$ cat src/verilog/cpuConsts.svh
`ifndef CPU_CONSTS_SVH
`define CPU_CONSTS_SVH

// Datapath word width
`define DATA_WIDTH 64

// Fetched instruction width
`define INSTR_WIDTH 32

// Register file geometry
`define REG_COUNT 32
`define REG_ADDR_WIDTH 5

// Hard-wired zero register, also the sink for instructions that write nothing
`define ZERO_REG 31

// Byte step between sequential instructions
`define PC_STEP 4

`endif

$ cat src/verilog/isaPkg.sv
`include "cpuConsts.svh"

package isaPkg;

    typedef logic [`DATA_WIDTH-1:0] dataWordT;
    typedef logic [`INSTR_WIDTH-1:0] instrWordT;
    typedef logic [`REG_ADDR_WIDTH-1:0] regIdxT;

    // 11-bit opcode field, instr[31:21]
    // I-format opcodes are only 10 bits, so bit 0 is held at zero here
    typedef enum logic [10:0] {
        OpAdd  = 11'b001010_00000,
        OpAnd  = 11'b001010_00010,
        OpEor  = 11'b001010_00100,
        OpLsl  = 11'b001010_00110,
        OpLsr  = 11'b001010_00111,
        OpOrr  = 11'b001010_01000,
        OpSub  = 11'b001010_01001,
        OpAddi = 11'b100010_0000_0,
        OpAndi = 11'b100010_0010_0,
        OpEori = 11'b100010_0100_0,
        OpOrri = 11'b100010_0110_0,
        OpSubi = 11'b100010_0111_0,
        OpLdur = 11'b11010000000,
        OpStur = 11'b11010000001
    } opcodeT;

    typedef enum logic [2:0] {
        AluAdd,
        AluSub,
        AluAnd,
        AluOrr,
        AluEor,
        AluLsl,
        AluLsr
    } aluOpT;

endpackage

$ cat src/verilog/pipePkg.sv
package pipePkg;

    import isaPkg::*;

    // Data memory access carried down the pipe
    typedef enum logic [1:0] {
        MemNone,
        MemLoad,
        MemStore
    } memOpT;

    // MEM/WB result handed back to the register file
    typedef struct packed {
        logic     writeEn;
        regIdxT   idx;
        dataWordT data;
    } writebackT;

endpackage

$ cat src/verilog/pipeIfs.sv
// ID/EX controls, registered in the decoder
interface decodeExecIf
    import isaPkg::*, pipePkg::*;
();
    aluOpT    aluOp;
    logic     useImm;
    dataWordT immValue;
    memOpT    memOp;
    regIdxT   destIdx;

    modport decoder (output aluOp, useImm, immValue, memOp, destIdx);
    modport execute (input aluOp, useImm, immValue, memOp, destIdx);
endinterface

// EX/MEM registers, owned by the execute stage
interface execMemIf
    import isaPkg::*, pipePkg::*;
();
    dataWordT aluResult;
    dataWordT storeData;
    memOpT    memOp;
    regIdxT   destIdx;

    modport execute (output aluResult, storeData, memOp, destIdx);
    modport memory (input aluResult, storeData, memOp, destIdx);
endinterface

$ cat src/verilog/instructionDecoder.sv
`include "cpuConsts.svh"

module instructionDecoder
    import isaPkg::*, pipePkg::*;
(
    input  logic         clk,
    input  logic         reset,
    input  instrWordT    ibus,
    output regIdxT       readIdxA,
    output regIdxT       readIdxB,
    decodeExecIf.decoder ctrl
);

    instrWordT instr;
    opcodeT    op;
    regIdxT    rn;
    regIdxT    rm;
    regIdxT    rd;
    dataWordT  immAlu;
    dataWordT  immShamt;
    dataWordT  immOffset;
    aluOpT     aluOpNext;
    logic      useImmNext;
    dataWordT  immNext;
    memOpT     memOpNext;
    logic      writesReg;
    regIdxT    destNext;

    // IF/ID, an all-zero word decodes as a no-op
    always_ff @(posedge clk)
    begin
        if (reset)
            instr <= '0;
        else
            instr <= ibus;
    end

    assign rn = instr[9:5];
    assign rm = instr[20:16];
    assign rd = instr[4:0];

    assign immAlu = dataWordT'(instr[21:10]);
    assign immShamt = dataWordT'(instr[15:10]);
    assign immOffset = {{(`DATA_WIDTH-9){instr[20]}}, instr[20:12]};

    // I-format only has a 10-bit opcode
    always_comb
    begin
        if (instr[31:26] == 6'b100010)
            op = opcodeT'({instr[31:22], 1'b0});
        else
            op = opcodeT'(instr[31:21]);
    end

    always_comb
    begin
        aluOpNext = AluAdd;
        useImmNext = 1'b0;
        immNext = immAlu;
        memOpNext = MemNone;
        writesReg = 1'b1;
        case (op)
            OpAdd: aluOpNext = AluAdd;
            OpSub: aluOpNext = AluSub;
            OpAnd: aluOpNext = AluAnd;
            OpOrr: aluOpNext = AluOrr;
            OpEor: aluOpNext = AluEor;
            OpLsl, OpLsr:
            begin
                aluOpNext = (op == OpLsl) ? AluLsl : AluLsr;
                useImmNext = 1'b1;
                immNext = immShamt;
            end
            OpAddi, OpSubi, OpAndi, OpOrri, OpEori:
            begin
                useImmNext = 1'b1;
                case (op)
                    OpSubi: aluOpNext = AluSub;
                    OpAndi: aluOpNext = AluAnd;
                    OpOrri: aluOpNext = AluOrr;
                    OpEori: aluOpNext = AluEor;
                    default: aluOpNext = AluAdd;
                endcase
            end
            OpLdur, OpStur:
            begin
                useImmNext = 1'b1;
                immNext = immOffset;
                memOpNext = (op == OpLdur) ? MemLoad : MemStore;
                writesReg = (op == OpLdur);
            end
            // Unknown encodings fall through as no-ops
            default: writesReg = 1'b0;
        endcase
    end

    // Stores read rt through the B port
    assign readIdxA = rn;
    assign readIdxB = (memOpNext == MemStore) ? rd : rm;

    assign destNext = writesReg ? rd : regIdxT'(`ZERO_REG);

    // ID/EX control
    always_ff @(posedge clk)
    begin
        if (reset)
        begin
            ctrl.aluOp <= AluAdd;
            ctrl.useImm <= 1'b0;
            ctrl.memOp <= MemNone;
            ctrl.destIdx <= regIdxT'(`ZERO_REG);
        end
        else
        begin
            ctrl.aluOp <= aluOpNext;
            ctrl.useImm <= useImmNext;
            ctrl.memOp <= memOpNext;
            ctrl.destIdx <= destNext;
        end
    end

    always_ff @(posedge clk)
    begin
        ctrl.immValue <= immNext;
    end

endmodule

$ cat src/verilog/registerFile.sv
`include "cpuConsts.svh"

module registerFile
    import isaPkg::*, pipePkg::*;
(
    input  logic      clk,
    input  logic      reset,
    input  regIdxT    readIdxA,
    input  regIdxT    readIdxB,
    output dataWordT  readA,
    output dataWordT  readB,
    input  writebackT writeback
);

    dataWordT regs [`REG_COUNT];

    // Zero register first, then a same-cycle write, then the array
    function automatic dataWordT readReg(regIdxT idx);
        dataWordT value;
        if (idx == regIdxT'(`ZERO_REG))
            value = '0;
        else if (writeback.writeEn && (writeback.idx == idx))
            value = writeback.data;
        else
            value = regs[idx];
        return value;
    endfunction

    always_ff @(posedge clk)
    begin
        if (writeback.writeEn && (writeback.idx != regIdxT'(`ZERO_REG)))
            regs[writeback.idx] <= writeback.data;
    end

    always_comb
    begin
        readA = readReg(readIdxA);
        readB = readReg(readIdxB);
    end

    // MEM/WB must never present an enabled write with an X index
    assert property (@(posedge clk) disable iff (reset)
        writeback.writeEn |-> !$isunknown(writeback.idx));

endmodule

$ cat src/verilog/executeStage.sv
`include "cpuConsts.svh"

module executeStage
    import isaPkg::*, pipePkg::*;
(
    input  logic         clk,
    input  logic         reset,
    input  dataWordT     readA,
    input  dataWordT     readB,
    decodeExecIf.execute ctrl,
    execMemIf.execute    mem
);

    dataWordT opA;
    dataWordT opB;
    dataWordT aluB;
    dataWordT aluOut;

    // ID/EX operands from the register file
    always_ff @(posedge clk)
    begin
        opA <= readA;
        opB <= readB;
    end

    assign aluB = ctrl.useImm ? ctrl.immValue : opB;

    always_comb
    begin
        case (ctrl.aluOp)
            AluAdd: aluOut = opA + aluB;
            AluSub: aluOut = opA - aluB;
            AluAnd: aluOut = opA & aluB;
            AluOrr: aluOut = opA | aluB;
            AluEor: aluOut = opA ^ aluB;
            // Shift amount is the low 6 bits only
            AluLsl: aluOut = opA << aluB[5:0];
            AluLsr: aluOut = opA >> aluB[5:0];
            default: aluOut = opA + aluB;
        endcase
    end

    // EX/MEM control
    always_ff @(posedge clk)
    begin
        if (reset)
        begin
            mem.memOp <= MemNone;
            mem.destIdx <= regIdxT'(`ZERO_REG);
        end
        else
        begin
            mem.memOp <= ctrl.memOp;
            mem.destIdx <= ctrl.destIdx;
        end
    end

    // Store data is the unmuxed B operand (rt)
    always_ff @(posedge clk)
    begin
        mem.aluResult <= aluOut;
        mem.storeData <= opB;
    end

    // A store leaving execute never targets a real register
    assert property (@(posedge clk) disable iff (reset)
        (mem.memOp == MemStore) |-> (mem.destIdx == regIdxT'(`ZERO_REG)));

endmodule

$ cat src/verilog/memoryStage.sv
`include "cpuConsts.svh"

module memoryStage
    import isaPkg::*, pipePkg::*;
(
    input  logic        clk,
    input  logic        reset,
    execMemIf.memory    mem,
    output dataWordT    dataAddr,
    output dataWordT    dataOut,
    output logic        dataRead,
    output logic        dataWrite,
    input  dataWordT    dataIn,
    output writebackT   writeback
);

    logic     wbEn;
    regIdxT   wbIdx;
    dataWordT wbData;

    // Data bus straight from EX/MEM
    assign dataAddr = mem.aluResult;
    assign dataOut = mem.storeData;
    assign dataRead = (mem.memOp == MemLoad);
    assign dataWrite = (mem.memOp == MemStore);

    // MEM/WB
    always_ff @(posedge clk)
    begin
        if (reset)
            wbEn <= 1'b0;
        else
            wbEn <= (mem.destIdx != regIdxT'(`ZERO_REG));
    end

    always_ff @(posedge clk)
    begin
        wbIdx <= mem.destIdx;
        wbData <= dataRead ? dataIn : mem.aluResult;
    end

    assign writeback = '{writeEn: wbEn, idx: wbIdx, data: wbData};

    assert property (@(posedge clk) disable iff (reset) !(dataRead && dataWrite));

endmodule

$ cat src/verilog/cpuCore.sv
`include "cpuConsts.svh"

module cpuCore
    import isaPkg::*, pipePkg::*;
(
    input  logic      clk,
    input  logic      reset,
    input  instrWordT ibus,
    output dataWordT  iaddrbus,
    output dataWordT  dataAddr,
    output dataWordT  dataOut,
    input  dataWordT  dataIn,
    output logic      dataRead,
    output logic      dataWrite
);

    dataWordT  pc;
    regIdxT    readIdxA;
    regIdxT    readIdxB;
    dataWordT  readA;
    dataWordT  readB;
    writebackT writeback;

    decodeExecIf decodeExec ();
    execMemIf    execMem ();

    // No branches, so the PC only steps
    always_ff @(posedge clk)
    begin
        if (reset)
            pc <= '0;
        else
            pc <= pc + dataWordT'(`PC_STEP);
    end

    assign iaddrbus = pc;

    instructionDecoder decoder_inst (
        .clk      (clk),
        .reset    (reset),
        .ibus     (ibus),
        .readIdxA (readIdxA),
        .readIdxB (readIdxB),
        .ctrl     (decodeExec.decoder)
    );

    registerFile registerFile_inst (
        .clk       (clk),
        .reset     (reset),
        .readIdxA  (readIdxA),
        .readIdxB  (readIdxB),
        .readA     (readA),
        .readB     (readB),
        .writeback (writeback)
    );

    executeStage executeStage_inst (
        .clk   (clk),
        .reset (reset),
        .readA (readA),
        .readB (readB),
        .ctrl  (decodeExec.execute),
        .mem   (execMem.execute)
    );

    memoryStage memoryStage_inst (
        .clk       (clk),
        .reset     (reset),
        .mem       (execMem.memory),
        .dataAddr  (dataAddr),
        .dataOut   (dataOut),
        .dataRead  (dataRead),
        .dataWrite (dataWrite),
        .dataIn    (dataIn),
        .writeback (writeback)
    );

endmodule

$ cat config.mk
export PLATFORM = sky130hd
export DESIGN_NAME = cpuCore
export DESIGN_NICKNAME = d
export VERILOG_FILES = /design/src/verilog/isaPkg.sv /design/src/verilog/pipePkg.sv /design/src/verilog/pipeIfs.sv /design/src/verilog/instructionDecoder.sv /design/src/verilog/registerFile.sv /design/src/verilog/executeStage.sv /design/src/verilog/memoryStage.sv /design/src/verilog/cpuCore.sv
export VERILOG_INCLUDE_DIRS = /design/src /design/src/verilog
export SDC_FILE = /design/constraint.sdc
export NUM_CORES = 2
export LEC_CHECK = 0
export BUFFER_PORTS_ARGS = -buffer_cell sky130_fd_sc_hd__buf_2
export CORE_MARGIN = 2
export CORE_UTILIZATION = 28
export DETAILED_ROUTE_END_ITERATION = 12
export PLACE_DENSITY_LB_ADDON = 0.05
export SLEW_MARGIN = 20
export SYNTH_ARGS = -nofsm -noshare
export SYNTH_HDL_FRONTEND = slang
export SYNTH_HIERARCHICAL = 1
export SYNTH_SLANG_ARGS = --single-unit
$ cat constraint.sdc
create_clock -name clk -period 8.7 [get_ports clk]
set_input_delay 0.435 -clock clk [delete_from_list [all_inputs] [get_ports clk]]
set_output_delay 0.435 -clock clk [all_outputs]
set_load 0.02 [all_outputs]
==> flow_summary.ini <==
[finish]
fin_util_pct = 32.4
fillers = 44100
syn_to_final_growth_pct = 15.4
finalNetCount = 9057
layout_commonest_cell = edfxtp_1
drive_gt1_share_pct = 25.3
mostFrequentLayoutCells = edfxtp_1, mux4_2, mux2i_1

[drt]
drt-wirelength-per-cell_um = 41.3
vias = 85700
routed_wl_um = 621000
drc = 0
drt_pass1_iterations = 6
final_antenna_net_count = 0
via_per_inst = 5.70
drt-initial-drc-count = 9622

[placed_design]
gp_congestion = 0.947
dpl.hpwl_um = 398000
portBuffers = 289

[cts]
cts_num_sinks = 2499
root_buffer = clkbuf_16
post_cts_buffers = 0
cts_tree = yes
clock_path_buffers = 4
clk_pin_slew_ps = 60
numCtsBuffers = 309
insertion_delay_ps = 970
cts_htree_levels = 5

[floorplanning]
fp.dieH_um = 677
std_cell_rows = 247
die_area_sq_um = 458000
start_util_pct = 28.1
core_area_sq_um = 452000
ioPinCount = 292
die_width_um = 677

[synth]
synthCells = 8478
yosysTopAreaCellShare_pct = 48.5
ys_seq_area_share_pct = 55.7
synth_top_family_by_area = multiplexers
netlist-cell-type-count = 116
ys_ff_latch = 2499
synth_flop_cell = edfxtp_1
yosys.area_share.simple_pct = 5.19
synthMuxAreaShare_pct = 23.6
yosys_warnings = 6
synth_compound_area_share_pct = 8.51
ys_top_cells_by_area = edfxtp_1, mux4_2, dfxtp_1, mux2i_1, ha_1
synthXorXnorAreaFrac_pct = 1.09
synth_fa_ha_area_share_pct = 1.93
synth_area_sq_um = 127000
async_flop_share_pct = 0
synth_edf_count = 2048
syn_area_per_cell_sq_um = 14.9
synth_largest_area_cell = edfxtp_1

[job]
drv_cap = 0

[critical_path]
arrival_ps = 7480
required_ps = 9530
timing.rr.start = decoder_inst/ctrl.useImm
rr_worst_depth = 17
crit_start = decoder_inst/ctrl.useImm
critPathLaunchType = register
r2r-end = executeStage_inst/mem.aluResult[59]
worstSetupEndpointType = register
rrSetupSlack_ps = 2060
crit_type = register to register
critPathMaxFanout = 28

[sta]
period_minus_slack_ps = 6640
drv_slew = 0
min_period_over_period_pct = 76.4
setup_viol = 0
maxSlewHeadroom_pct = 17.6
max_freq_mhz = 150
fin_skew_ps = 63.3
rsz0062_at_grt = false
tns_ps = 0
worst_slew_pin_slew_ps = 1240
finalHoldViolations = 0

[global_routing]
antenna_found_initial = 76
grt_usage_pct = 26.3
grt_max_degree = 104
grt_pass1_vias = 85900
grt_overflow = 0
grt_pass1_wl_um = 820000

[run_status]
status = finished clean

[min_path]
min_to = memoryStage_inst/wbData[38]
worstHoldPathType = input port to register
hold_depth = 3
min_from = dataIn[38]

[power]
power_density_nw_per_um2 = 251
vdd_ir_drop_max_mv = 0.139
p_leak_uw = 0.0484
## registers in the layout, summed over array words and instances (netlist names)
name	flops
decoder_inst/ctrl.immValue	13
decoder_inst/instr	32
decoder_inst/ctrl.memOp	2
decoder_inst/ctrl.useImm	1
executeStage_inst/mem.storeData	64
decoder_inst/ctrl.destIdx	5
registerFile_inst/regs	2048
memoryStage_inst/wbIdx	5
decoder_inst/ctrl.aluOp	3
memoryStage_inst/wbEn	1
executeStage_inst/opA	64
memoryStage_inst/wbData	64
executeStage_inst/mem.aluResult	64
iaddrbus	62
executeStage_inst/opB	64
executeStage_inst/mem.destIdx	5
executeStage_inst/mem.memOp	2
## worst max-delay path by stage
stage | end | slack (ps) | cells past startpoint
after floorplan | executeStage_inst/mem.aluResult[60] | 2670 | 22
after global placement | executeStage_inst/mem.aluResult[60] | 2070 | 19
after detailed placement | executeStage_inst/mem.aluResult[60] | 2130 | 19
after CTS | executeStage_inst/mem.aluResult[60] | 2100 | 19
after global routing | executeStage_inst/mem.aluResult[60] | 1760 | 19
final | executeStage_inst/mem.aluResult[59] | 2060 | 17
## worst max-delay path, stage by stage, from the launching register on
cell,delay [ps]
dfxtp_4,680
mux2i_4,640
nand3_1,310
or3_1,660
nor2_1,330
and3_1,380
a31oi_1,140
xnor2_1,170
ha_1,370
a21oi_1,290
o21ai_0,200
a211oi_1,310
o21ai_0,200
a221o_1,320
a41oi_1,460
o21ai_0,460
and2_1,320
a211o_1,250
## kinds of logic (layout without fill, tap and decap cells)
logic type,after synthesis,after routing
flops,2499,2499
compound gates,1590,1590
buf+inv,950,1423
xor+xnor,157,157
mux,1754,1754
simple gates,1331,1331
fa+ha+maj,195,195
other cells,2,119
## cell type report
class | instances | area, sq um | area share [%]
diodes | 53 | 133 | 0.0907
clock buffers | 442 | 8740 | 5.98
clock inverters | 120 | 1220 | 0.834
inverters | 162 | 613 | 0.419
multi-input cells | 5093 | 51900 | 35.5
flip-flops and latches | 2499 | 70600 | 48.3
well taps | 5976 | 7480 | 5.11
repair buffers | 699 | 5550 | 3.79
## Yosys cell counts, types with 35 or more instances
cell and count:
xnor2_1 111, ha_1 194, buf_4 224, edfxtp_1 2048
a21oi_1 325, buf_1 55, nor2_1 434, mux2i_1 683
buf_2 201, a221oi_1 49, o21ai_0 254, a22o_1 81
mux2_2 51, xor2_1 45, nor3_1 133, dfxtp_1 451
nand2_1 339, clkbuf_1 263, o22ai_1 167, a211oi_1 130
mux2_4 49, nor2b_1 56, a21o_1 35, nand4_1 47
inv_1 155, a22oi_1 215, nand3_1 65, mux4_2 961
## through the flow
stage                     cell area (sq um)  instances  setup WS, ps  total power (uW)  hold slack, ps
after detailed placement             135000      14300          2130             24000             372
after floorplan                      127000       8542          2670             19800             323
after global placement               135000      14300          2070             24000             366
after global routing                 146000      15000          1760             37900             223
final                                146000      15000          2060             36700             233
after CTS                            146000      15000          2100             37000             164
## layer usage
| layer | track usage, % | routed length [um] |
|---|---|---|
| met5 | 0 | 205 |
| met4 | 9.21 | 24400 |
| met3 | 4.02 | 38800 |
| met2 | 41.3 | 282000 |
| met1 | 37.0 | 275000 |
## report_power, final
part	switching [uW]	internal, uW	leakage (uW)
Clock	5460	7420	0.00488
Sequential	1550	14900	0.0222
Combinational	5200	2140	0.0213
## timing repair
item | CTS | global route
hold endpoints to repair | 99 | 0
gates resized for setup | 0 | 0
hold buffers | 113 | 0
Note: power is estimated with default switching activity, not from simulation.
